==> config.mk <==
export PLATFORM = sky130hd
export DESIGN_NAME = axi_burst_master_flat
export DESIGN_NICKNAME = d
export VERILOG_FILES = /design/src/common/dcache_pkg.sv /design/src/common/burst_if.sv /design/src/verilog/axi_burst_master.sv /design/src/flat_wrapper.sv
export SDC_FILE = /design/constraint.sdc
export NUM_CORES = 1
export LEC_CHECK = 0
export ABC_AREA = 1
export ABC_CLOCK_PERIOD_IN_PS = 1610
export BUFFER_PORTS_ARGS = -buffer_cell sky130_fd_sc_hd__buf_2
export CORE_MARGIN = 2
export CORE_UTILIZATION = 36
export DETAILED_ROUTE_END_ITERATION = 8
export PLACE_DENSITY = 0.77
export SKIP_LAST_GASP = 1
export SLEW_MARGIN = 20
export SYNTH_ARGS = -nofsm -noshare
export SYNTH_HDL_FRONTEND = slang
export SYNTH_SLANG_ARGS = --single-unit
==> constraint.sdc <==
create_clock -name clk -period 1.61 [get_ports clk]
set_input_delay 0.322 -clock clk [delete_from_list [all_inputs] [get_ports clk]]
set_output_delay 0.322 -clock clk [all_outputs]
set_load 0.02 [all_outputs]
==> src/common/dcache_pkg.sv <==
package dcache_pkg;

	// byte address and data word of the CPU
	parameter int ADDR_W = 32;
	parameter int WORD_W = 32;

	// line geometry, one burst beat per word
	parameter int LINE_WORDS = 16;
	parameter int OFFSET_W = 4;
	parameter int BYTE_OFF_W = 2;

	// one data word
	typedef logic [WORD_W-1:0] word_t;

	// one enable per byte lane
	typedef logic [WORD_W/8-1:0] byte_en_t;

	// word index inside a line, also the beat number of a burst
	typedef logic [OFFSET_W-1:0] offset_t;

endpackage

==> src/common/burst_if.sv <==
interface burst_if #(
	parameter int INDEX_W = 7
);

	localparam int TAG_W = dcache_pkg::ADDR_W - INDEX_W - dcache_pkg::OFFSET_W
		- dcache_pkg::BYTE_OFF_W;

	// one-cycle requests from the controller
	logic fill_start;
	logic evict_start;

	// tag and index of the line to move
	logic [TAG_W+INDEX_W-1:0] line_addr;

	// victim word for the beat at beat_offset
	dcache_pkg::word_t evict_data;

	// refill beats as they arrive
	dcache_pkg::word_t fill_data;
	logic fill_beat;
	dcache_pkg::offset_t beat_offset;

	logic evict_done;
	logic fill_done;

	modport ctrl (
		output fill_start, evict_start, line_addr, evict_data,
		input fill_data, fill_beat, beat_offset, evict_done, fill_done
	);

	modport master (
		input fill_start, evict_start, line_addr, evict_data,
		output fill_data, fill_beat, beat_offset, evict_done, fill_done
	);

endinterface

==> src/verilog/axi_burst_master.sv <==
module axi_burst_master (
	input logic clk,
	input logic rst_n,
	output logic [dcache_pkg::ADDR_W-1:0] araddr,
	output logic arvalid,
	input logic arready,
	input dcache_pkg::word_t rdata,
	input logic rlast,
	input logic rvalid,
	output logic rready,
	output logic [dcache_pkg::ADDR_W-1:0] awaddr,
	output logic awvalid,
	input logic awready,
	output dcache_pkg::word_t wdata,
	output logic wlast,
	output logic wvalid,
	input logic wready,
	input logic bvalid,
	output logic bready,
	burst_if.master bus
);

	localparam int LINE_SHIFT = dcache_pkg::OFFSET_W + dcache_pkg::BYTE_OFF_W;
	localparam dcache_pkg::offset_t LAST_BEAT = dcache_pkg::offset_t'(dcache_pkg::LINE_WORDS - 1);

	typedef enum logic [2:0] {
		M_IDLE,
		M_AR,
		M_R,
		M_AW,
		M_W,
		M_B
	} mstate_t;

	mstate_t state;
	logic [dcache_pkg::ADDR_W-1:0] addr_q;
	// victim word arrives two clocks after a beat_offset step
	logic fetch_q;
	logic load_q;
	logic load_word;

	assign araddr = addr_q;
	assign awaddr = addr_q;
	assign bready = (state == M_B);

	assign bus.fill_beat = rvalid && rready;
	assign bus.fill_data = rdata;
	assign bus.fill_done = bus.fill_beat && rlast;
	assign bus.evict_done = bvalid && bready;

	assign load_word = load_q && (state == M_W) && !wvalid;

	always_ff @(posedge clk)
	begin
		if (bus.fill_start || bus.evict_start)
			addr_q <= {bus.line_addr, {LINE_SHIFT{1'b0}}};
		if (load_word)
			wdata <= bus.evict_data;
	end

	always_ff @(posedge clk)
	begin
		if (!rst_n)
		begin
			state <= M_IDLE;
			arvalid <= 1'b0;
			rready <= 1'b0;
			awvalid <= 1'b0;
			wvalid <= 1'b0;
			wlast <= 1'b0;
			fetch_q <= 1'b0;
			load_q <= 1'b0;
			bus.beat_offset <= '0;
		end
		else
		begin
			fetch_q <= 1'b0;
			if (fetch_q)
				load_q <= 1'b1;
			// a refill may follow straight after the b response
			if (bus.fill_start)
			begin
				bus.beat_offset <= '0;
				arvalid <= 1'b1;
				state <= M_AR;
			end
			else if (bus.evict_start)
			begin
				bus.beat_offset <= '0;
				awvalid <= 1'b1;
				fetch_q <= 1'b1;
				state <= M_AW;
			end
			else
			begin
				case (state)
					M_AR:
					begin
						if (arready)
						begin
							arvalid <= 1'b0;
							rready <= 1'b1;
							state <= M_R;
						end
					end
					M_R:
					begin
						if (bus.fill_beat)
						begin
							bus.beat_offset <= bus.beat_offset + 1'b1;
							if (rlast)
							begin
								rready <= 1'b0;
								state <= M_IDLE;
							end
						end
					end
					M_AW:
					begin
						if (awready)
						begin
							awvalid <= 1'b0;
							state <= M_W;
						end
					end
					M_W:
					begin
						if (load_word)
						begin
							load_q <= 1'b0;
							wvalid <= 1'b1;
							wlast <= (bus.beat_offset == LAST_BEAT);
						end
						else if (wvalid && wready)
						begin
							wvalid <= 1'b0;
							wlast <= 1'b0;
							if (wlast)
								state <= M_B;
							else
							begin
								bus.beat_offset <= bus.beat_offset + 1'b1;
								fetch_q <= 1'b1;
							end
						end
					end
					M_B:
					begin
						if (bvalid)
							state <= M_IDLE;
					end
					default:
						state <= M_IDLE;
				endcase
			end
		end
	end

	// address beats stay up with a steady address until taken
	assert property (@(posedge clk) disable iff (!rst_n)
		arvalid && !arready |=> arvalid && $stable(araddr));
	assert property (@(posedge clk) disable iff (!rst_n)
		awvalid && !awready |=> awvalid && $stable(awaddr));
	// wlast only on the sixteenth data beat
	assert property (@(posedge clk) disable iff (!rst_n)
		wlast |-> wvalid && bus.beat_offset == LAST_BEAT);

endmodule

==> src/flat_wrapper.sv <==
// flat-port wrapper written by rule: the top's interface ports become plain ports
module axi_burst_master_flat 
  (clk, rst_n, araddr, arvalid, arready, rdata, rlast, rvalid, rready, awaddr, awvalid, awready, wdata, wlast, wvalid, wready, bvalid, bready, bus_fill_start, bus_evict_start, bus_line_addr, bus_evict_data, bus_fill_data, bus_fill_beat, bus_beat_offset, bus_evict_done, bus_fill_done);
  burst_if bus_i ();
  input logic clk;
  input logic rst_n;
  output logic [dcache_pkg::ADDR_W-1:0] araddr;
  output logic arvalid;
  input logic arready;
  input dcache_pkg::word_t rdata;
  input logic rlast;
  input logic rvalid;
  output logic rready;
  output logic [dcache_pkg::ADDR_W-1:0] awaddr;
  output logic awvalid;
  input logic awready;
  output dcache_pkg::word_t wdata;
  output logic wlast;
  output logic wvalid;
  input logic wready;
  input logic bvalid;
  output logic bready;
  input wire logic [$bits(bus_i.fill_start)-1:0] bus_fill_start;
  input wire logic [$bits(bus_i.evict_start)-1:0] bus_evict_start;
  input wire logic [$bits(bus_i.line_addr)-1:0] bus_line_addr;
  input wire logic [$bits(bus_i.evict_data)-1:0] bus_evict_data;
  output wire logic [$bits(bus_i.fill_data)-1:0] bus_fill_data;
  output wire logic [$bits(bus_i.fill_beat)-1:0] bus_fill_beat;
  output wire logic [$bits(bus_i.beat_offset)-1:0] bus_beat_offset;
  output wire logic [$bits(bus_i.evict_done)-1:0] bus_evict_done;
  output wire logic [$bits(bus_i.fill_done)-1:0] bus_fill_done;
  assign bus_i.fill_start = bus_fill_start;
  assign bus_i.evict_start = bus_evict_start;
  assign bus_i.line_addr = bus_line_addr;
  assign bus_i.evict_data = bus_evict_data;
  assign bus_fill_data = bus_i.fill_data;
  assign bus_fill_beat = bus_i.fill_beat;
  assign bus_beat_offset = bus_i.beat_offset;
  assign bus_evict_done = bus_i.evict_done;
  assign bus_fill_done = bus_i.fill_done;
  axi_burst_master u_core (.clk(clk), .rst_n(rst_n), .araddr(araddr), .arvalid(arvalid), .arready(arready), .rdata(rdata), .rlast(rlast), .rvalid(rvalid), .rready(rready), .awaddr(awaddr), .awvalid(awvalid), .awready(awready), .wdata(wdata), .wlast(wlast), .wvalid(wvalid), .wready(wready), .bvalid(bvalid), .bready(bready), .bus(bus_i));
endmodule
Word level (Yosys, flattened, before mapping)
Index checks and enable logic that the tools add are counted.

operators by class
  $mul = 0
  divide/modulo/power cells = 0
  bitwise operators = 3
  multiplexer cells = 40
  shift operators = 0
  reduce and logical (&&, ||, !) cells = 25
  order comparisons = 0
  add/sub/neg operators = 1
  equal/unequal tests = 32

operator list
  kind                                                    number
  two-way mux 1 bit                                       24
  two-way mux 3 bit                                       8
  inequality test 4 bit (second input constant)           6
  AND reduction 8 bit                                     3
  inequality test 3 bit (second input constant)           6
  two-way mux 4 bit                                       4
  inequality test 2 bit (second input constant)           8
  case mux 3 bit (5 select lines)                         1
  nonzero test 2 bit                                      7
  inequality test 4 x 3 -> 1 bit (second input constant)  2
  case mux 4 bit (2 select lines)                         1
  equality test 3 x 2 -> 1 bit (second input constant)    2
  equality test 3 bit (second input constant)             2
  logical AND 1 bit                                       6
  inequality test 3 x 2 -> 1 bit (second input constant)  2
  AND reduction 3 bit                                     2
  AND reduction 6 bit                                     1
  AND reduction 5 bit                                     1
  adder 4 x 1 -> 4 bit (second input constant)            1
  equality test 4 bit (second input constant)             1
  inequality test 2 x 1 -> 1 bit (second input constant)  2
  AND reduction 4 bit                                     1
  equality test 3 x 1 -> 1 bit (second input constant)    1
  NOT 1 bit                                               3
  6 further kinds                                         6

word-level totals
  output and inout bits = 141
  bits of input ports = 100
  bits in writable memories = 0
  memory bits (read-only) = 0
  bits in latches = 0
  memories kept = 0
  word-level logic and storage cells = 114
  bits in registers = 72

Depth between registers and ports, before layout
  word-level depth = 7
  gate-level depth with buffers = 9
  depth with buffers taken out = 9

Least setup slack after synthesis
No wires, ideal clock.

  path type = register to register
  from = reg u_core.state[1]
  to = reg u_core.wdata[0] (enable)
  arrival = 1389 ps
  slack = -166 ps
  required time = 1223 ps
  cell stages (with the launch flop) = 6
  setup time = 387 ps
  buffers on the path = 0
  period minus slack after synthesis = 1776 ps
  path through = dfxtp_1 > inv_2 > nand2_4 > nor2_4 > nand2_1 > inv_1

on the way
  word-level cells in the longest chain between the ends = 3

RTL lines
  item                             line                    RTL
  start, declared                  axi_burst_master.sv:35  mstate_t state;
  start signal, assigned           axi_burst_master.sv:65  state <= M_IDLE;
  start signal, assigned           axi_burst_master.sv:85  state <= M_AR;
  start signal, assigned           axi_burst_master.sv:92  state <= M_AW;
  equality test 3 bit              axi_burst_master.sv:51  assign load_word = load_q && (state == M_W) && !wvalid;
  logical AND 1 bit (2 in series)  axi_burst_master.sv:51
  via u_core.load_word             axi_burst_master.sv:40  logic load_word;
  end signal, assigned             axi_burst_master.sv:58  wdata <= bus.evict_data;
  end, declared                    axi_burst_master.sv:14  output dcache_pkg::word_t wdata,

The timed path passes the listed nets, and every way through them passes these cells.
A chain may end at the register's enable or synchronous reset.

Worst setup path after layout
  from = reg u_core.state[0]
  to = out bus_evict_done

on the way
  word-level cells in the longest chain between the ends = 2

RTL lines
  item                 line                    RTL
  equality test 3 bit  axi_burst_master.sv:44  assign bready = (state == M_B);
  logical AND 1 bit    axi_burst_master.sv:49  assign bus.evict_done = bvalid && bready;
  end, declared        flat_wrapper.sv:30      output wire logic [$bits(bus_i.evict_done)-1:0] bus_evict_done;

Every way passes these cells.

==> flow_summary.toml <==
[setup_path]
cp.arrival_ns = 1.26
path_cells = "inv_2, nor3_4, buf_4"
critPathKind = "reg2out"
setup.worst_path.start_class = "register"
crit_family = "flip-flops"
crit_slowest_cell = "dfxtp_4"
worstSetupEndpointType = "output port"
critPathBufInv = 2
cp_max_fo = 7
crit_path_max_incr_delay_ns = 0.40
required_ns = 1.29

[cts]
clk_latency_ns = 0.35
cts.sinks = 72
clockBufferDepth = 2
numCtsBuffers = 9
htree_levels = 3
clk_pin_slew_ns = 0.09
cts_setup_buffers = 0
postCtsHoldBufs = 0
cts_tree = "yes"
clockRootBuffer = "clkbuf_8"

[drt]
first_iter_violations = 62
route.detailed.drc = 0
routed.top_layer = "met4"
route.met2.wl_um = 3931
vias_per_cell = 4.496
wl_met1_um = 2775
firstDrtPassIters = 4
wl_met3_um = 579
ant_nets = 0
num_vias = 2293
avgRoutedWirePerCell_um = 14.68
drt-total-wl_um = 7487

[grt]
grt_usage_pct = 14.64
grt_pass1_vias = 2256
grt_max_degree = 33
antenna_found_initial = 0
grt_pass1_wl_um = 11050
grt_overflow = 0

[synth]
syn-cell-area_sq_um = 3217
syn_inst = 278
ys_ff_latch = 72
ys_seq_area_share_pct = 62.85
yosys_warnings = 0
syn_avg_cell_area_sq_um = 11.57
synth_cell_types = 30

[power]
comb_power_share_pct = 12.7
pwr-share-seq_pct = 51.1
ir_drop_mv = 0.5115
p_clk_share_pct = 36.2
p_leak_nw = 1.829
internal-power_mw = 3.019
p_per_area_nw_per_um2 = 1049
switching_share_pct = 27.73
p_switching_mw = 1.158

[finish]
final_nets = 498
final_common_cell = "buf_2"
drive_gt1_share_pct = 50.25
area_growth_pct = 23.84
n_antenna_cell = 0
mostFrequentLayoutCells = "buf_2 (162), edfxtp_1 (58), nand2_1 (38)"
final_cells = 510

[placed_design]
placed_cells = 494
dpl.hpwl_um = 5879
portBuffers = 164
gp_congestion = 0.9426

[outcome]
outcome = "finished, final reports clean"

[floorplan]
start_util_pct = 37.07
core_sq_um = 8678
die_area_sq_um = 9708
chipWidth_um = 98.53
rows = 34
die-height_um = 98.53
ioPinCount = 241

[run]
maxCapViolations = 0

[min_path]
hp-class = "in2reg"

[sta]
setup_viol = 0
fmax_mhz = 633.5
slew_violations = 0
skew_ns = 0.01315
rsz0062_at_grt = "true"
setup_tns_ns = 0
post-route-period-util_pct = 98.04
period_minus_slack_ns = 1.578
hold_violations = 0
==> per-layer routing <==
layer | GRT usage (%) | vias up
li1 | - | 1093
met1 | 15.42 | 1047
met2 | 26.84 | 127
met3 | 3.901 | 26
met4 | 7.271 | 0
met5 | 0 | -
==> synthesized netlist by cell type <==
cell type  count  area share (%)
dfxtp_1       14             8.7
nand3_2        1            0.31
ha_1           1            0.39
a32oi_1        1            0.27
o21ai_1        1            0.16
o21ai_0        5            0.78
nand2_4        2            0.70
nor2_1        19             2.2
nor2_4         3             1.1
nor3_1         4            0.62
conb_1         1            0.12
nand2_1       38             4.4
o211a_1        1            0.31
nand3_1       13             2.0
buf_2          1            0.16
o31ai_1        1            0.23
nand3b_1       1            0.23
nand2_2        1            0.19
a21oi_2        1            0.27
nand4_1        8             1.6
buf_4         71              17
inv_1         18             2.1
clkinv_1       1            0.12
or2_1          1            0.19
edfxtp_1      58              54
inv_2          2            0.23
xor2_1         1            0.27
a21oi_1        7             1.1
o21ai_2        1            0.27
o41ai_1        1            0.27
==> registers in the layout (all words and copies together) (netlist names) <==
register / cells
u_core.awvalid: 1
u_core.fetch_q: 1
u_core.load_q: 1
u_core.rready: 1
u_core.wdata: 32
u_core.bus.beat_offset: 4
u_core.arvalid: 1
u_core.state: 3
u_core.wlast: 1
u_core.wvalid: 1
u_core.araddr: 26
==> worst register-to-register path, cell delays in order (launching register included) <==
cell        delay [ns]
dfxtp_2           0.37
inv_2             0.12
nand2_4           0.10
nor2_4            0.18
nand2_1           0.14
clkinvlp_4        0.10
buf_12            0.19
==> kinds of logic after synthesis <==
kind of cell               share of synthesized area [%]
AOI/OAI and AO/OA                                  3.656
xor gates and xnor gates                          0.2723
buffers and inverters                              19.18
other                                             0.1166
and+or+nand+nor                                    13.54
adders and majority gates                         0.3889
DFF                                                62.85
==> final timing paths <==
| path | startpoint | endpoint | slack, ns | depth (start not counted) |
|---|---|---|---|---|
| max | u_core.state[0] | bus_evict_done | 0.03 | 3 |
| min | bus_evict_data[9] | u_core.wdata[9] | 0.15 | 1 |
| max reg2reg | u_core.state[1] | u_core.wdata[3] | 0.09 | 6 |
| min reg2reg | u_core.bus.beat_offset[2] | u_core.bus.beat_offset[2] | 0.48 | 2 |
==> power by group through the flow <==
stage / clock network (mW) / logic (mW) / registers (mW)
finish: 1.51 / 0.532 / 2.13
global route: 1.63 / 0.570 / 2.14
CTS: 1.56 / 0.532 / 2.14
detailed placement: 0 / 0.530 / 2.18
global placement: 0 / 0.525 / 2.17
floorplan: 0 / 0.419 / 2.26
==> per-stage QoR <==
| step | power, mW | util [%] | hold slack (ns) | setup slack (ns) | instance area (sq um) |
|---|---|---|---|---|---|
| 6_report | 4.177 | 45.91 | 0.1479 | 0.03157 | 3984 |
| 5_1_grt | 4.347 | 45.91 | 0.1194 | -0.01749 | 3984 |
| 4_1_cts | 4.226 | 45.76 | 0.1228 | 0.002387 | 3971 |
| 3_5_place_dp | 2.708 | 43.12 | 0.4522 | 0.1156 | 3742 |
| 3_3_place_gp | 2.698 | 43.12 | 0.4399 | 0.1606 | 3742 |
| 2_1_floorplan | 2.677 | - | 0.4209 | 0.02230 | 3262 |
==> what timing repair did <==
| item | 4_1_cts | 5_1_grt |
|---|---|---|
| endpoints found under the setup margin | 2 | 2 |
| gates cloned | 0 | 0 |
| endpoints found under the hold margin | 0 | 0 |
| gates resized for setup | 7 | 3 |
==> area by class of cell <==
| cell class | instances | area (sq um) |
|---|---|---|
| Inverter | 21 | 82.58 |
| Fill cell | 790 | 4695 |
| Timing Repair Buffer | 169 | 888.4 |
| Multi-Input combinational cell | 124 | 638.1 |
| Sequential cell | 72 | 2028 |
| Clock inverter | 7 | 87.58 |
| Clock buffer | 9 | 123.9 |
| Tap cell | 108 | 135.1 |
Note: power is estimated with default switching activity, not from simulation.
