**src/common/dcache_pkg.sv**
```systemverilog
package dcache_pkg;

	// byte address and data word of the CPU
	parameter int ADDR_W = 32;
	parameter int WORD_W = 32;

	// line geometry, one burst beat per word
	parameter int LINE_WORDS = 16;
	parameter int OFFSET_W = 4;
	parameter int BYTE_OFF_W = 2;

	// one data word
	typedef logic [WORD_W-1:0] word_t;

	// one enable per byte lane
	typedef logic [WORD_W/8-1:0] byte_en_t;

	// word index inside a line, also the beat number of a burst
	typedef logic [OFFSET_W-1:0] offset_t;

endpackage

```
**src/common/burst_if.sv**
```systemverilog
interface burst_if #(
	parameter int INDEX_W = 7
);

	localparam int TAG_W = dcache_pkg::ADDR_W - INDEX_W - dcache_pkg::OFFSET_W
		- dcache_pkg::BYTE_OFF_W;

	// one-cycle requests from the controller
	logic fill_start;
	logic evict_start;

	// tag and index of the line to move
	logic [TAG_W+INDEX_W-1:0] line_addr;

	// victim word for the beat at beat_offset
	dcache_pkg::word_t evict_data;

	// refill beats as they arrive
	dcache_pkg::word_t fill_data;
	logic fill_beat;
	dcache_pkg::offset_t beat_offset;

	logic evict_done;
	logic fill_done;

	modport ctrl (
		output fill_start, evict_start, line_addr, evict_data,
		input fill_data, fill_beat, beat_offset, evict_done, fill_done
	);

	modport master (
		input fill_start, evict_start, line_addr, evict_data,
		output fill_data, fill_beat, beat_offset, evict_done, fill_done
	);

endinterface

```
**src/common/way_port_if.sv**
```systemverilog
interface way_port_if #(
	parameter int INDEX_W = 7
);

	localparam int TAG_W = dcache_pkg::ADDR_W - INDEX_W - dcache_pkg::OFFSET_W
		- dcache_pkg::BYTE_OFF_W;

	// set and word select, shared by reads and writes
	logic [INDEX_W-1:0] index;
	dcache_pkg::offset_t offset;

	// write side
	logic we;
	logic [TAG_W-1:0] wr_tag;
	dcache_pkg::word_t wr_data;
	dcache_pkg::byte_en_t byte_en;
	logic wr_dirty;
	logic wr_valid;

	// read side, data word one clock behind index and offset
	logic [TAG_W-1:0] rd_tag;
	logic rd_valid;
	logic rd_dirty;
	dcache_pkg::word_t rd_data;

	modport ctrl (
		output index, offset, we, wr_tag, wr_data, byte_en, wr_dirty, wr_valid,
		input rd_tag, rd_valid, rd_dirty, rd_data
	);

	modport way (
		input index, offset, we, wr_tag, wr_data, byte_en, wr_dirty, wr_valid,
		output rd_tag, rd_valid, rd_dirty, rd_data
	);

endinterface

```
**src/dcache/dcache_ctrl.sv**
```systemverilog
module dcache_ctrl #(
	parameter int INDEX_W = 7
) (
	input logic clk,
	input logic rst_n,
	input logic cpu_re,
	input logic cpu_we,
	input logic [dcache_pkg::ADDR_W-1:0] cpu_addr,
	input dcache_pkg::word_t cpu_wdata,
	input dcache_pkg::byte_en_t cpu_byte_en,
	output dcache_pkg::word_t cpu_rdata,
	output logic stall,
	way_port_if.ctrl way0,
	way_port_if.ctrl way1,
	burst_if.ctrl bus
);

	localparam int TAG_W = dcache_pkg::ADDR_W - INDEX_W - dcache_pkg::OFFSET_W
		- dcache_pkg::BYTE_OFF_W;
	localparam int SETS = 1 << INDEX_W;
	localparam dcache_pkg::offset_t LAST_BEAT = dcache_pkg::offset_t'(dcache_pkg::LINE_WORDS - 1);

	typedef enum logic [2:0] {
		S_IDLE,
		S_EVICT,
		S_WAIT_BRESP,
		S_FILL,
		S_INSTALL
	} state_t;

	state_t state;

	logic [TAG_W-1:0] cpu_tag;
	logic [INDEX_W-1:0] cpu_index;
	dcache_pkg::offset_t cpu_offset;

	// lru bit names the way to replace next
	logic [SETS-1:0] lru;
	logic hit0;
	logic hit1;
	logic req;
	logic miss;
	logic accept;
	logic victim;
	logic victim_dirty;
	logic [TAG_W-1:0] victim_tag;
	logic rd_way;
	logic fill_we;

	dcache_pkg::offset_t way_offset;
	dcache_pkg::word_t way_wdata;
	dcache_pkg::byte_en_t way_byte_en;
	logic way_valid;

	assign cpu_tag = cpu_addr[dcache_pkg::ADDR_W-1 -: TAG_W];
	assign cpu_index = cpu_addr[dcache_pkg::BYTE_OFF_W+dcache_pkg::OFFSET_W +: INDEX_W];
	assign cpu_offset = cpu_addr[dcache_pkg::BYTE_OFF_W +: dcache_pkg::OFFSET_W];

	assign hit0 = way0.rd_valid && (way0.rd_tag == cpu_tag);
	assign hit1 = way1.rd_valid && (way1.rd_tag == cpu_tag);

	assign req = cpu_re || cpu_we;
	assign miss = req && !(hit0 || hit1);
	assign stall = (state != S_IDLE) || miss;
	assign accept = req && !stall;

	assign victim = lru[cpu_index];
	assign victim_tag = victim ? way1.rd_tag : way0.rd_tag;
	assign victim_dirty = victim ? (way1.rd_valid && way1.rd_dirty)
		: (way0.rd_valid && way0.rd_dirty);

	// a clean victim is simply overwritten by the refill
	assign bus.evict_start = (state == S_IDLE) && miss && victim_dirty;
	assign bus.fill_start = ((state == S_IDLE) && miss && !victim_dirty)
		|| ((state == S_WAIT_BRESP) && bus.evict_done);
	assign bus.line_addr = bus.evict_start ? {victim_tag, cpu_index} : {cpu_tag, cpu_index};
	assign bus.evict_data = victim ? way1.rd_data : way0.rd_data;

	assign cpu_rdata = rd_way ? way1.rd_data : way0.rd_data;

	// ways follow the CPU in idle and the burst beat otherwise
	assign way_offset = (state == S_IDLE) ? cpu_offset : bus.beat_offset;
	assign fill_we = (state == S_FILL) && bus.fill_beat;
	assign way_wdata = fill_we ? bus.fill_data : cpu_wdata;
	assign way_byte_en = fill_we ? '1 : cpu_byte_en;
	assign way_valid = fill_we ? bus.fill_done : 1'b1;

	assign way0.index = cpu_index;
	assign way0.offset = way_offset;
	assign way0.we = (accept && cpu_we && hit0) || (fill_we && !victim);
	assign way0.wr_tag = cpu_tag;
	assign way0.wr_data = way_wdata;
	assign way0.byte_en = way_byte_en;
	assign way0.wr_dirty = !fill_we;
	assign way0.wr_valid = way_valid;

	assign way1.index = cpu_index;
	assign way1.offset = way_offset;
	assign way1.we = (accept && cpu_we && hit1) || (fill_we && victim);
	assign way1.wr_tag = cpu_tag;
	assign way1.wr_data = way_wdata;
	assign way1.byte_en = way_byte_en;
	assign way1.wr_dirty = !fill_we;
	assign way1.wr_valid = way_valid;

	always_ff @(posedge clk)
	begin
		if (!rst_n)
		begin
			state <= S_IDLE;
			lru <= '0;
			rd_way <= 1'b0;
		end
		else
		begin
			case (state)
				S_IDLE:
				begin
					if (accept)
					begin
						// the other way becomes the victim
						lru[cpu_index] <= hit0;
						rd_way <= hit1;
					end
					else if (bus.evict_start)
						state <= S_EVICT;
					else if (bus.fill_start)
						state <= S_FILL;
				end
				S_EVICT:
				begin
					if (bus.beat_offset == LAST_BEAT)
						state <= S_WAIT_BRESP;
				end
				S_WAIT_BRESP:
				begin
					if (bus.evict_done)
						state <= S_FILL;
				end
				S_FILL:
				begin
					if (bus.fill_done)
						state <= S_INSTALL;
				end
				S_INSTALL:
				begin
					lru[cpu_index] <= !victim;
					state <= S_IDLE;
				end
				default:
					state <= S_IDLE;
			endcase
		end
	end

	// the held request must not move while its miss is served
	assert property (@(posedge clk) disable iff (!rst_n)
		state != S_IDLE |-> stall && $stable(cpu_addr));

endmodule

```
**src/flat_wrapper.sv**
```systemverilog
// flat-port wrapper written by rule: the top's interface ports become plain ports
module dcache_ctrl_flat 
#(
	parameter int INDEX_W = 7
)
  (clk, rst_n, cpu_re, cpu_we, cpu_addr, cpu_wdata, cpu_byte_en, cpu_rdata, stall, way0_index, way0_offset, way0_we, way0_wr_tag, way0_wr_data, way0_byte_en, way0_wr_dirty, way0_wr_valid, way0_rd_tag, way0_rd_valid, way0_rd_dirty, way0_rd_data, way1_index, way1_offset, way1_we, way1_wr_tag, way1_wr_data, way1_byte_en, way1_wr_dirty, way1_wr_valid, way1_rd_tag, way1_rd_valid, way1_rd_dirty, way1_rd_data, bus_fill_start, bus_evict_start, bus_line_addr, bus_evict_data, bus_fill_data, bus_fill_beat, bus_beat_offset, bus_evict_done, bus_fill_done);
  way_port_if #(.INDEX_W(INDEX_W)) way0_i ();
  way_port_if #(.INDEX_W(INDEX_W)) way1_i ();
  burst_if #(.INDEX_W(INDEX_W)) bus_i ();
  input logic clk;
  input logic rst_n;
  input logic cpu_re;
  input logic cpu_we;
  input logic [dcache_pkg::ADDR_W-1:0] cpu_addr;
  input dcache_pkg::word_t cpu_wdata;
  input dcache_pkg::byte_en_t cpu_byte_en;
  output dcache_pkg::word_t cpu_rdata;
  output logic stall;
  output wire logic [$bits(way0_i.index)-1:0] way0_index;
  output wire logic [$bits(way0_i.offset)-1:0] way0_offset;
  output wire logic [$bits(way0_i.we)-1:0] way0_we;
  output wire logic [$bits(way0_i.wr_tag)-1:0] way0_wr_tag;
  output wire logic [$bits(way0_i.wr_data)-1:0] way0_wr_data;
  output wire logic [$bits(way0_i.byte_en)-1:0] way0_byte_en;
  output wire logic [$bits(way0_i.wr_dirty)-1:0] way0_wr_dirty;
  output wire logic [$bits(way0_i.wr_valid)-1:0] way0_wr_valid;
  input wire logic [$bits(way0_i.rd_tag)-1:0] way0_rd_tag;
  input wire logic [$bits(way0_i.rd_valid)-1:0] way0_rd_valid;
  input wire logic [$bits(way0_i.rd_dirty)-1:0] way0_rd_dirty;
  input wire logic [$bits(way0_i.rd_data)-1:0] way0_rd_data;
  output wire logic [$bits(way1_i.index)-1:0] way1_index;
  output wire logic [$bits(way1_i.offset)-1:0] way1_offset;
  output wire logic [$bits(way1_i.we)-1:0] way1_we;
  output wire logic [$bits(way1_i.wr_tag)-1:0] way1_wr_tag;
  output wire logic [$bits(way1_i.wr_data)-1:0] way1_wr_data;
  output wire logic [$bits(way1_i.byte_en)-1:0] way1_byte_en;
  output wire logic [$bits(way1_i.wr_dirty)-1:0] way1_wr_dirty;
  output wire logic [$bits(way1_i.wr_valid)-1:0] way1_wr_valid;
  input wire logic [$bits(way1_i.rd_tag)-1:0] way1_rd_tag;
  input wire logic [$bits(way1_i.rd_valid)-1:0] way1_rd_valid;
  input wire logic [$bits(way1_i.rd_dirty)-1:0] way1_rd_dirty;
  input wire logic [$bits(way1_i.rd_data)-1:0] way1_rd_data;
  output wire logic [$bits(bus_i.fill_start)-1:0] bus_fill_start;
  output wire logic [$bits(bus_i.evict_start)-1:0] bus_evict_start;
  output wire logic [$bits(bus_i.line_addr)-1:0] bus_line_addr;
  output wire logic [$bits(bus_i.evict_data)-1:0] bus_evict_data;
  input wire logic [$bits(bus_i.fill_data)-1:0] bus_fill_data;
  input wire logic [$bits(bus_i.fill_beat)-1:0] bus_fill_beat;
  input wire logic [$bits(bus_i.beat_offset)-1:0] bus_beat_offset;
  input wire logic [$bits(bus_i.evict_done)-1:0] bus_evict_done;
  input wire logic [$bits(bus_i.fill_done)-1:0] bus_fill_done;
  assign way0_index = way0_i.index;
  assign way0_offset = way0_i.offset;
  assign way0_we = way0_i.we;
  assign way0_wr_tag = way0_i.wr_tag;
  assign way0_wr_data = way0_i.wr_data;
  assign way0_byte_en = way0_i.byte_en;
  assign way0_wr_dirty = way0_i.wr_dirty;
  assign way0_wr_valid = way0_i.wr_valid;
  assign way0_i.rd_tag = way0_rd_tag;
  assign way0_i.rd_valid = way0_rd_valid;
  assign way0_i.rd_dirty = way0_rd_dirty;
  assign way0_i.rd_data = way0_rd_data;
  assign way1_index = way1_i.index;
  assign way1_offset = way1_i.offset;
  assign way1_we = way1_i.we;
  assign way1_wr_tag = way1_i.wr_tag;
  assign way1_wr_data = way1_i.wr_data;
  assign way1_byte_en = way1_i.byte_en;
  assign way1_wr_dirty = way1_i.wr_dirty;
  assign way1_wr_valid = way1_i.wr_valid;
  assign way1_i.rd_tag = way1_rd_tag;
  assign way1_i.rd_valid = way1_rd_valid;
  assign way1_i.rd_dirty = way1_rd_dirty;
  assign way1_i.rd_data = way1_rd_data;
  assign bus_fill_start = bus_i.fill_start;
  assign bus_evict_start = bus_i.evict_start;
  assign bus_line_addr = bus_i.line_addr;
  assign bus_evict_data = bus_i.evict_data;
  assign bus_i.fill_data = bus_fill_data;
  assign bus_i.fill_beat = bus_fill_beat;
  assign bus_i.beat_offset = bus_beat_offset;
  assign bus_i.evict_done = bus_evict_done;
  assign bus_i.fill_done = bus_fill_done;
  dcache_ctrl #(.INDEX_W(INDEX_W)) u_core (.clk(clk), .rst_n(rst_n), .cpu_re(cpu_re), .cpu_we(cpu_we), .cpu_addr(cpu_addr), .cpu_wdata(cpu_wdata), .cpu_byte_en(cpu_byte_en), .cpu_rdata(cpu_rdata), .stall(stall), .way0(way0_i), .way1(way1_i), .bus(bus_i));
endmodule
```
**config.mk**
```make
export PLATFORM = sky130hd
export DESIGN_NAME = dcache_ctrl_flat
export DESIGN_NICKNAME = d
export VERILOG_FILES = /design/src/common/dcache_pkg.sv /design/src/common/burst_if.sv /design/src/common/way_port_if.sv /design/src/dcache/dcache_ctrl.sv /design/src/flat_wrapper.sv
export SDC_FILE = /design/constraint.sdc
export NUM_CORES = 1
export LEC_CHECK = 0
export ABC_AREA = 1
export ABC_CLOCK_PERIOD_IN_PS = 6000
export CAP_MARGIN = 20
export CORE_AREA = 2 2 176 178
export CTS_CLUSTER_SIZE = 8
export DETAILED_ROUTE_END_ITERATION = 7
export DIE_AREA = 0 0 178 180
export DONT_BUFFER_PORTS = 1
export GPL_TIMING_DRIVEN = 0
export PLACE_DENSITY = 0.55
export SYNTH_ARGS = -nofsm -noshare
export SYNTH_HDL_FRONTEND = slang
export SYNTH_SLANG_ARGS = --single-unit
```
**constraint.sdc**
```tcl
create_clock -name clk -period 6 [get_ports clk]
set_input_delay 0.6 -clock clk [delete_from_list [all_inputs] [get_ports clk]]
set_output_delay 0.6 -clock clk [all_outputs]
set_load 0.01 [all_outputs]
```
# After elaboration in Yosys (flattened, before gate mapping)
# Index checks and enable logic that the tools add are counted.
[word_totals] in_bits=217 reg_bits=132 wordCells=76 output_inout_bits=231
[op_classes] order_cmp=2 reduce_logical=34 n_eq_ne=13 muxes=24
[ops] operator="$bwmux W128" count=2
[ops] operator="$pmux W128 S2" count=1
[ops] operator="$mux W128" count=1
[ops] operator="$mux W32" count=3
[ops] operator="$eq A19 B19 Y1" count=2
[ops] operator="$mux W26" count=1
[ops] operator="$mux W19" count=1
[ops] operator="$mux W3" count=6
[ops] operator="$logic_and A1 B1 Y1" count=17
[ops] operator="$pmux W3 S4" count=1
[ops] operator="$lt A7 B8 Y1 const B" count=1
[ops] operator="$mux W4" count=2
[ops] operator="$bmux W1 S7" count=1
[ops] operator="$demux W1 S7" count=1
[ops] operator="$ge A7 B1 Y1 const B" count=1
[ops] operator="$eq A3 B2 Y1 const B" count=2
[ops] operator="$logic_or A1 B1 Y1" count=6
[ops] operator="$ne A2 B2 Y1 const B" count=3
[ops] operator="$logic_not A1 Y1" count=5
[ops] operator="$reduce_and A5 Y1" count=1
[ops] operator="$eq A4 B4 Y1 const B" count=1
[ops] operator="$mux W1" count=4
[ops] operator="$ne A2 B1 Y1 const B" count=2
[ops] operator="$reduce_and A2 Y1" count=2
[ops] operator="other kinds (6)" count=6

# Logic depth before layout (Yosys ltp)
# Gate-level depths: netlist (run 1).
[depth] ltp_word=12 mapped_depth=20 ltp_nobuf=17

# Worst setup path after synthesis (run 1)
# Ideal clock, no wire load.
[synth_path] path_type="input -> output" start="in cpu_addr[6] (netlist bit)" end="out bus_line_addr[10]" cell_stages=19 arrival_time_ns=2.357 slack_ns=3.043 t_required_ns=5.400 path_buffers=4 cell_sequence="buf_4 -> buf_4 -> nand2_1 -> o21ai_1 -> nand2_1 -> nand2_1 -> nand2_1 -> nand2_1 -> nand2_1 -> nand2_1 -> nor2_1 -> nand4_4 -> nand2_1 -> nand2_1 -> nand2_1 -> buf_2 -> buf_2 -> nand2_1 -> nand2_1"
[synth_via] elab_chain_len=5 word_cells_on_any_way=6 cone_classes="mux: 5; reduce/logical: 1"
[synth_lines] item="from (decl)" line_no="flat_wrapper.sv:14" rtl="input logic [dcache_pkg::ADDR_W-1:0] cpu_addr;"
[synth_lines] item="$bmux W1 S7 *" line_no="dcache_ctrl.sv:67" rtl="assign victim = lru[cpu_index];"
[synth_lines] item="$mux W1 (implied by the code) *" line_no="dcache_ctrl.sv:67"
[synth_lines] item="$mux W1" line_no="dcache_ctrl.sv:69" rtl="assign victim_dirty = victim ? (way1.rd_valid && way1.rd_dirty)"
[synth_lines] item="$logic_and A1 B1 Y1" line_no="dcache_ctrl.sv:73" rtl="assign bus.evict_start = (state == S_IDLE) && miss && victim_dirty;"
[synth_lines] item="$mux W26 *" line_no="dcache_ctrl.sv:76" rtl="assign bus.line_addr = bus.evict_start ? {victim_tag, cpu_index} : {cpu_tag, cpu_index};"
[synth_lines] item="to (decl)" line_no="flat_wrapper.sv:45" rtl="output wire logic [$bits(bus_i.line_addr)-1:0] bus_line_addr;"
# Every way passes the cells marked *; elsewhere a longest branch is shown, timed or not. The select of a mux whose other input is x is not followed.

# Final worst setup path (run 1)
[layout_path] start="in cpu_addr[8] (netlist bit)" end="out bus_line_addr[20]"
# The elaborated chain is that of the path after synthesis.

==> results by group, run 1 <==
Power and ir drop
  – LEAKAGE: roughly 6.5 nW
  – VDD IR max: 103.5 uV
  – P per Cell Area: roughly 230 nW/um2

Clock network
  – Cts hold-fix bufs: 0
  – CTS H-tree lvls: 4
  – CTS tree: done
  – Post-CTS setup buffer count: 0
  – CTS sink cnt: between 100 and 150
  – Clock Tree Buf Depth: 2
  – CTS Root Cell: clkbuf_16
  – Post-CTS sizing: 0
  – Cts bufs inserted: 17
  – Clock-pin slew on the worst setup and hold paths: around 70 ps
  – Clk Latency, worst-skew pair: between 400 and 500 ps

Die
  – Die Ht: roughly 180 um
  – # IOs: 448
  – Initial core utilization: 0.3663
  – FP Rows: 64
  – DIE WIDTH: between 150 and 200 um
  – Die area: around 32000 um2
  – Core area: 30190 um2

Final layout
  – Final core occ: 0.4046
  – Area of the multi-input gates: approximately 5700 um2
  – Commonest non-fill, non-tap cell in the layout: nand2_1
  – Fillcell total: around 3500
  – Reg area: 2643 um2
  – Area Growth Syn to Fin: 10.45%
  – Commonest non-fill, non-tap cells in the layout: nand2_1 (667), inv_1 (392), nor2_1 (156)
  – Share of layout cells above drive strength 1: 0.09052
  – Final-stage net count: ~2300

Synthesis
  – Synth Register Bits: around 130
  – Sequential cell area fraction in the yosys report: 0.2389
  – Synth Area per Inst: 5.408 um2
  – Syn Std Cell Area: roughly 11000 um2
  – Syn_nets: roughly 2300
  – Mapped Cells: ~2000
  – Yosys warning total: 0
  – Largest cells by area after synthesis: dfxtp_1 (24%), nand2_1 (23%), inv_1 (13%)
  – Top-area cell type share of the netlist area: 0.2389
  – Synth unique cells: 30
  – Synth area leader: dfxtp_1

Routing
  – Remaining antenna violation count: 0
  – Routed WL: ~52000 um
  – Iteration count of the initial detailed-routing pass: 8
  – WL per Instance: around 21 um
  – Drt via density: ~5.1
  – Vias: roughly 13000
  – Drt initial violations: about 1300
  – Remaining DRCs: 0

STA
  – Minimum clock period: just over 4000 ps
  – Slew HR: 0.3311
  – Setup violators final: 0
  – Max-slew violations: 0
  – Hold Worst Slack: roughly 260 ps
  – Setup Skew: approximately 14 ps
  – Tcrit/Tclk final: 0.6737
  – Setup ws final: 1958 ps
  – Fin Setup TNS: 0 ps
  – Fmax: 247.4 MHz
  – RSZ-0062 raised after global routing: no
  – Final hold violations: 0
  – Slew @ Worst Pin: between 1000 and 1500 ps

Worst setup path
  – Worst EP required: 5400 ps
  – Critical Path AT: around 3400 ps
  – Critical path class: primary input to primary output
  – Largest fanout on the critical path: 10
  – Crit end category: primary output
  – R2R Setup Slk: 3260 ps
  – Crit start category: primary input

Worst hold path
  – Hold WC Path Type: primary input to register

Job
  – Max-cap violations: 0

Place
  – Pre-CTS setup slack: about 2000 ps
  – HPWL Detailed: about 42000 um
  – Routability cong.: between 0.9 and 1
  – Port bufs: 0

Global routing
  – Number of global-route vias before repair: approximately 11000
  – First-pass GRT wire length: 73790 um
  – Gr ovfl total: 0
  – Initial antenna violation count: 6
  – Largest net degree at the start of global routing: 17
  – GRT Util Overall: 0.3170

Outcome
  – Status: complete, no violations
==> logic make-up after synthesis <==
group / synth area share
compound gates: 0.1580
xor+xnor: 0.01267
simple gates: 0.3442
flops: 0.2389
buf+inv: 0.2462
==> registers in the layout (all words and copies together) (netlist names) <==
name	cells
u_core.lru	128
u_core.state	3
u_core.rd_way	1
==> cells in the mapped netlist (all sizes together) <==
master and number:
nand2 669, nand3b 1, nand3 111, buf 144, nand4 7, o211ai 2
or2 5, xnor2 9, a21oi 131, clkinv 3, inv 394, nor2 159
xor2 7, nor3b 1, dfxtp 132, clkbuf 54, a41oi 1, o22ai 7
o21ai 204, nor3 4
==> area by class of cell <==
class                           count  share of cell area
Clock buffer                       20             0.03739
Multi-Input combinational cell   1318              0.4661
Antenna cell                        1           0.0002049
Clock inverter                     12             0.01649
Buffer                            198              0.1009
Inverter                          397              0.1220
Sequential cell                   132              0.2163
Tap cell                          396             0.04056
==> per-stage QoR <==
stage,instances,instance area (um2),total power [mW]
CTS,2473,12210,2.857
finish,2474,12220,2.861
global placement,2441,11550,1.674
detailed placement,2441,11550,1.674
floorplan,2045,11060,1.441
global route,2473,12210,2.981
==> power breakdown <==
part           internal (mW)  leakage, nW  total [mW]  switching, mW
combinational          0.210         5.11       0.783          0.573
sequential             0.884         1.06       0.889        0.00579
clock                  0.761        0.317        1.19          0.428
total                   1.85         6.49        2.86           1.01
==> layer usage <==
| layer | global-route usage | up-vias | wire length (um) |
|---|---|---|---|
| li1 | - | 6119 | - |
| met1 | 0.4248 | 5775 | 21980 |
| met2 | 0.4384 | 598 | 20990 |
| met3 | 0.1865 | 43 | 8782 |
| met4 | 0.05770 | 2 | 662 |
| met5 | 0 | - | 7 |
==> worst max-delay path, stage by stage <==
cell      delay, ps
clkinv_1        320
nor2_2          630
nand3_1         240
nand2_1         110
nor2_1           60
nor2_1          110
nor2_1           60
nand2_1          50
nand2_1         100
nand2_1          80
nor2_1           70
nand3_1         110
nand2_1          70
nand2_1         100
buf_2           220
buf_2           270
nand2_1          70
nand2_1         160
==> path summary, 6_finish.rpt <==
path,startpoint,endpoint,depth (start not counted)
worst min-delay path,rst_n,u_core.state[1],2
worst max-delay path,cpu_addr[8],bus_line_addr[20],18
worst max register to register,u_core.state[2],u_core.lru[55],12
worst min register to register,u_core.state[0],u_core.state[0],2
Power figures use the tool's default switching activity.
==> inputs of run 2 (changes only) <==
- ABC_CLOCK_PERIOD_IN_PS: 6000 -> 4000
- clock period: 6 -> 4 ns (I/O delays scaled with it)
==> results by group, run 2 (synthesized netlist as in run 1, its figures left out) <==
Die
  – Initial core utilization: 0.3663
  – Die Ht: roughly 180 um
  – DIE WIDTH: 178 um
  – Core area: just over 30000 um2
  – # IOs: 448
  – FP Rows: between 60 and 70
  – Die area: between 30000 and 40000 um2

Power and ir drop
  – Switching share of power: 0.3523
  – Pint: about 2.8 mW
  – VDD IR max: between 150 and 200 uV
  – LEAKAGE: 6.493 nW
  – Combinational cell fraction of total power: 0.274
  – Reg power frac: 0.311
  – P per Cell Area: ~350 nW/um2
  – Switching Power: ~1.5 mW
  – Clk network pwr share: 0.415

Worst setup path
  – Critical Path Source: cpu_addr[8]
  – Critical Path AT: 3290 ps
  – Crit start category: primary input
  – R2r startpoint: u_core.state[2]
  – Crit end category: primary output
  – R2R Setup Slk: between 1000 and 1500 ps
  – Critical path class: primary input to primary output
  – Largest fanout on the critical path: 10
  – Worst EP required: ~3600 ps

Routing
  – Remaining antenna violation count: 0
  – Drt initial violations: 1293
  – Routed WL: around 52000 um
  – Remaining DRCs: 0
  – Vias: around 13000
  – Drt via density: roughly 5.1
  – Iteration count of the initial detailed-routing pass: 6
  – WL per Instance: approximately 21 um

Outcome
  – Status: complete, no violations

Global routing
  – First-pass GRT wire length: 73780 um
  – GRT Util Overall: 0.3170
  – Number of global-route vias before repair: between 10000 and 15000
  – Initial antenna violation count: 6
  – Largest net degree at the start of global routing: 17
  – Gr ovfl total: 0

Final layout
  – Largest Register: u_core.lru
  – Commonest non-fill, non-tap cells in the layout: nand2_1 (667), inv_1 (392), nor2_1 (156)
  – Non-Filler Instances: around 2500
  – Commonest non-fill, non-tap cell in the layout: nand2_1
  – Final-stage net count: ~2300
  – Area Growth Syn to Fin: 10.48%
  – Share of layout cells above drive strength 1: 0.09052
  – Post-route cell area: between 10000 and 15000 um2
  – Largest register FFs: roughly 130
  – Final core occ: 0.4047
  – Top Registers: u_core.lru: 128 flops, u_core.state: 3 flops, u_core.rd_way: 1 flops

Clock network
  – Cts hold-fix bufs: 0
  – Post-CTS sizing: 0
  – Post-CTS setup buffer count: 0
  – CTS tree: done
  – Clock Tree Buf Depth: 2
  – Cts bufs inserted: 17
  – CTS H-tree lvls: 4
  – Clock-pin slew on the worst setup and hold paths: 70 ps
  – Clk Latency, worst-skew pair: 440 ps
  – CTS sink cnt: about 130
  – CTS Root Cell: clkbuf_16

STA
  – Max-slew violations: 0
  – Fmax: 270.8 MHz
  – Slew HR: 0.3168
  – Setup violators final: 0
  – RSZ-0062 raised after global routing: no
  – Final hold violations: 0
  – Tcrit/Tclk final: 0.9234
  – Slew @ Worst Pin: around 1000 ps
  – Setup Skew: roughly 14 ps
  – Setup ws final: 306.6 ps
  – Minimum clock period: approximately 3700 ps
  – Fin Setup TNS: 0 ps

Place
  – Routability cong.: ~0.98
  – Placed insts: ~2400
  – Pre-CTS setup slack: approximately 410 ps
  – Port bufs: 0
  – HPWL Detailed: 41670 um
  – Area after DPL: about 12000 um2

Job
  – Max-cap violations: 0

Worst hold path
  – Hold WC Path Type: primary input to register
  – Hold Crit Start: rst_n
run 2: path summary, 6_finish.rpt:
check                        to  depth (start not counted)
min reg2reg     u_core.state[0]                          2
max          bus_evict_data[28]                         14
max reg2reg      u_core.lru[50]                         11
min             u_core.state[1]                          2
run 2: stage by stage:
stage / total power [mW] / hold WS [ps]
after global routing: 4.471 / 56.63
final: 4.295 / 59.76
after CTS: 4.286 / 53.96
after floorplan: 2.162 / 453.2
after global placement: 2.511 / 470.1
after detailed placement: 2.511 / 472.3
run 2: metal layers:
| layer | GRT usage | part of all wire | vias to the layer above |
|---|---|---|---|
| met3 | 0.1813 | 0.17 | 47 |
| met4 | 0.05672 | 0.014 | 2 |
| met2 | 0.4389 | 0.40 | 630 |
| met1 | 0.4279 | 0.42 | 5794 |
| met5 | 0 | 0.00013 | - |
| li1 | - | - | 6128 |
run 2: power by group through the flow:
stage | clock (mW) | combinational [mW] | sequential [mW]
after global routing | 1.87 | 1.26 | 1.34
final | 1.78 | 1.18 | 1.33
after global placement | 0 | 1.15 | 1.36
after floorplan | 0 | 0.801 | 1.36
after detailed placement | 0 | 1.15 | 1.36
after CTS | 1.80 | 1.15 | 1.33
run 2: cell type report:
| type | instances | area (um2) |
|---|---|---|
| clock buffer | 20 | 456.7 |
| tap | 396 | 495.5 |
| inverter | 397 | 1490 |
| multi-input combinational | 1318 | 5694 |
| clock inverter | 12 | 201.4 |
| fill | 3453 | 17970 |
| antenna | 2 | 5.005 |
| sequential | 132 | 2643 |
| buffer | 198 | 1232 |
run 2: worst max-delay path, cell delays in order:
cell,delay [ps]
clkinv_1,320
nor2_2,680
nand3_1,240
nand2_1,110
nor2_1,60
nor2_1,110
nor2_1,60
nand2_1,50
nand2_1,100
nand4_4,180
buf_2,270
buf_2,280
nand2_1,180
o21ai_0,230
==> inputs of run 3 (changes only) <==
- ABC_AREA: 1 -> not set
- PLACE_DENSITY: 0.55 -> 0.5
==> results by group, run 3 <==
Place
  – Port bufs: 0
  – Routability cong.: about 1
  – HPWL Detailed: 42240 um
  – Pre-CTS setup slack: -704.4 ps

Die
  – Core area: 30190 um2
  – Initial core utilization: 0.3253
  – # IOs: between 400 and 500
  – FP Rows: between 60 and 70
  – DIE WIDTH: ~180 um
  – Die Ht: between 150 and 200 um
  – Die area: about 32000 um2

Final layout
  – Top Registers: u_core.lru: 128 flops, u_core.state: 3 flops, u_core.rd_way: 1 flops
  – Commonest non-fill, non-tap cells in the layout: mux2_2 (135), a21oi_1 (134), dfxtp_1 (132)
  – Share of layout cells above drive strength 1: 0.3011
  – Fillcell total: ~3200
  – Area Growth Syn to Fin: 13.06%
  – Largest register FFs: approximately 130
  – Final-stage net count: roughly 1400
  – Area of the multi-input gates: approximately 5900 um2
  – Largest Register: u_core.lru
  – Final core occ: 0.3678
  – Reg area: ~2600 um2
  – Commonest non-fill, non-tap cell in the layout: mux2_2

Job
  – Max-cap violations: 0

Synthesis
  – Synth Register Bits: 132
  – Yosys warning total: 0
  – Primary FF master, synth: dfxtp_1
  – Mapped Cells: 1113
  – Synth unique cells: 50
  – Most frequent cells after synthesis: mux2_2 (136), a21oi_1 (134), dfxtp_1 (132)
  – Top-area cell type share of the netlist area: 0.2691
  – Sequential cell area fraction in the yosys report: 0.2691
  – Synth area leader: dfxtp_1
  – Syn_nets: about 1300
  – Post-synth EDFFs: 0
  – Largest cells by area after synthesis: dfxtp_1 (27%), mux2_2 (16%), a2111oi_0 (9.8%)
  – Syn Std Cell Area: 9821 um2
  – Synth Area per Inst: just under 9 um2
  – Most common cell in the netlist: mux2_2
  – FFs w/ async S/R, synth: 0

Worst setup path
  – Critical path class: register to primary output
  – R2r startpoint: u_core.state[1]
  – Critical Path Source: u_core.lru[37]
  – R2r worst-path depth: 9
  – R2R Setup Slk: ~330 ps
  – Largest fanout on the critical path: 8
  – Worst Setup EP: bus_line_addr[16]
  – Crit start category: register
  – Crit end category: primary output
  – Worst R2R End: u_core.lru[124]
  – Worst EP required: between 3000 and 4000 ps
  – Critical Path AT: 3510 ps

Global routing
  – GRT Util Overall: 0.3124
  – First-pass GRT wire length: slightly above 70000 um
  – Largest net degree at the start of global routing: 17
  – Initial antenna violation count: 14
  – Number of global-route vias before repair: between 8000 and 9000
  – Gr ovfl total: 0

Routing
  – Remaining antenna violation count: 0
  – Remaining DRCs: 0
  – Vias: ~9700
  – Drt initial violations: approximately 900
  – Drt via density: 6.221
  – Iteration count of the initial detailed-routing pass: 5
  – WL per Instance: 33.57 um
  – Routed WL: between 50000 and 60000 um

STA
  – RSZ-0062 raised after global routing: yes
  – Max-slew violations: 0
  – Setup violators final: 0
  – Minimum clock period: between 3000 and 4000 ps
  – Setup Skew: 8.507 ps
  – Tcrit/Tclk final: 0.9784
  – Slew HR: 0.2852
  – Slew @ Worst Pin: 1072 ps
  – Final hold violations: 0
  – Fmax: about 260 MHz
  – Fin Setup TNS: 0 ps
  – Setup ws final: about 86 ps

Clock network
  – CTS tree: done
  – Clk Latency, worst-skew pair: roughly 430 ps
  – Clock Tree Buf Depth: 2
  – Cts hold-fix bufs: 0
  – Cts bufs inserted: 17
  – CTS Root Cell: clkbuf_16
  – CTS sink cnt: ~130
  – CTS H-tree lvls: 4
  – Clock-pin slew on the worst setup and hold paths: 60 ps

Worst hold path
  – Hold WC Path Type: primary input to register

Outcome
  – Status: complete, no violations

Power and ir drop
  – Final Total Pwr: around 4.0 mW
  – LEAKAGE: 3.732 nW
  – P per Cell Area: 364.3 nW/um2
  – VDD IR max: 295.0 uV
[run 3: cell count changes in the layout (fill, tap and decap cells not counted), sizes merged, moves of 81 or more]
cell	previous run	this run
inv	395	7
nand2	669	23
nand3	111	14
nor2	159	24
a2111oi	0	110
o21ai	204	123
mux2	0	161
[run 3: per-layer routing]
metal / vias up / GRT usage / part of all wire
li1: 4274 / - / -
met1: 4810 / 0.4022 / 0.41
met2: 522 / 0.4789 / 0.45
met3: 73 / 0.1277 / 0.12
met4: 13 / 0.07967 / 0.027
met5: - / 0.03086 / 0.0042
[run 3: cells by family (layout without fill, tap and decap cells)]
kind of cell | Yosys count | after routing | synth area share
and+or+nand+nor | 107 | 107 | 0.05555
muxes | 173 | 173 | 0.2170
other | 0 | 13 | 0
buffers and inverters | 223 | 259 | 0.1329
AOI/OAI and AO/OA | 439 | 439 | 0.2907
DFF | 132 | 132 | 0.2691
xor gates and xnor gates | 39 | 39 | 0.03478
[run 3: worst max-delay path, stage by stage (launching register included)]
cell     delay [ps]
dfxtp_1         300
mux4_2          540
nand3_2         120
a41oi_2         140
o41ai_2         400
a31oi_1          70
or4_4           640
mux2i_4         320
buf_6           170
mux2_2          370
[run 3: repair_timing]
| item | in CTS | in global routing |
|---|---|---|
| pin swaps | 0 | 2 |
| cloned | 0 | 1 |
| buffers inserted | 2 | 2 |
| resized for setup | 11 | 16 |
| setup endpoints to repair | 55 | 51 |
[run 3: per-stage QoR]
stage	hold WS [ps]	area, um2	cells
floorplan	489.1	9821	1113
global placement	500.9	10320	1509
detailed placement	511.3	10330	1511
CTS	151.6	11000	1544
global route	152.9	11090	1554
finish	159.2	11100	1558
[run 3: layout make-up]
| class | instances | area share |
|---|---|---|
| Multi-Input combinational cell | 758 | 0.5350 |
| Buffer | 211 | 0.1153 |
| Antenna cell | 13 | 0.002930 |
| Clock inverter | 9 | 0.01364 |
| Timing Repair Buffer | 7 | 0.004846 |
| Sequential cell | 132 | 0.2380 |
| Inverter | 9 | 0.003493 |
| Tap cell | 396 | 0.04462 |
| Clock buffer | 23 | 0.04215 |
[run 3: worst min-delay path by stage]
stage	slack [ps]	depth (start not counted)	to	startpoint
floorplan	490	2	u_core.lru[87]	u_core.lru[87]
global placement	500	2	u_core.lru[27]	u_core.lru[27]
detailed placement	510	2	u_core.lru[123]	u_core.lru[123]
CTS	150	1	u_core.state[2]	bus_fill_done
global route	150	1	u_core.state[2]	bus_fill_done
finish	160	1	u_core.state[2]	bus_fill_done
[run 3: power by group]
| group | internal [mW] | leakage (nW) | switching (mW) | total [mW] |
|---|---|---|---|---|
| logic | 0.388 | 2.37 | 0.640 | 1.03 |
| registers | 1.32 | 1.06 | 0.00589 | 1.33 |
| clock network | 1.07 | 0.301 | 0.616 | 1.69 |
| total | 2.78 | 3.73 | 1.26 | 4.05 |
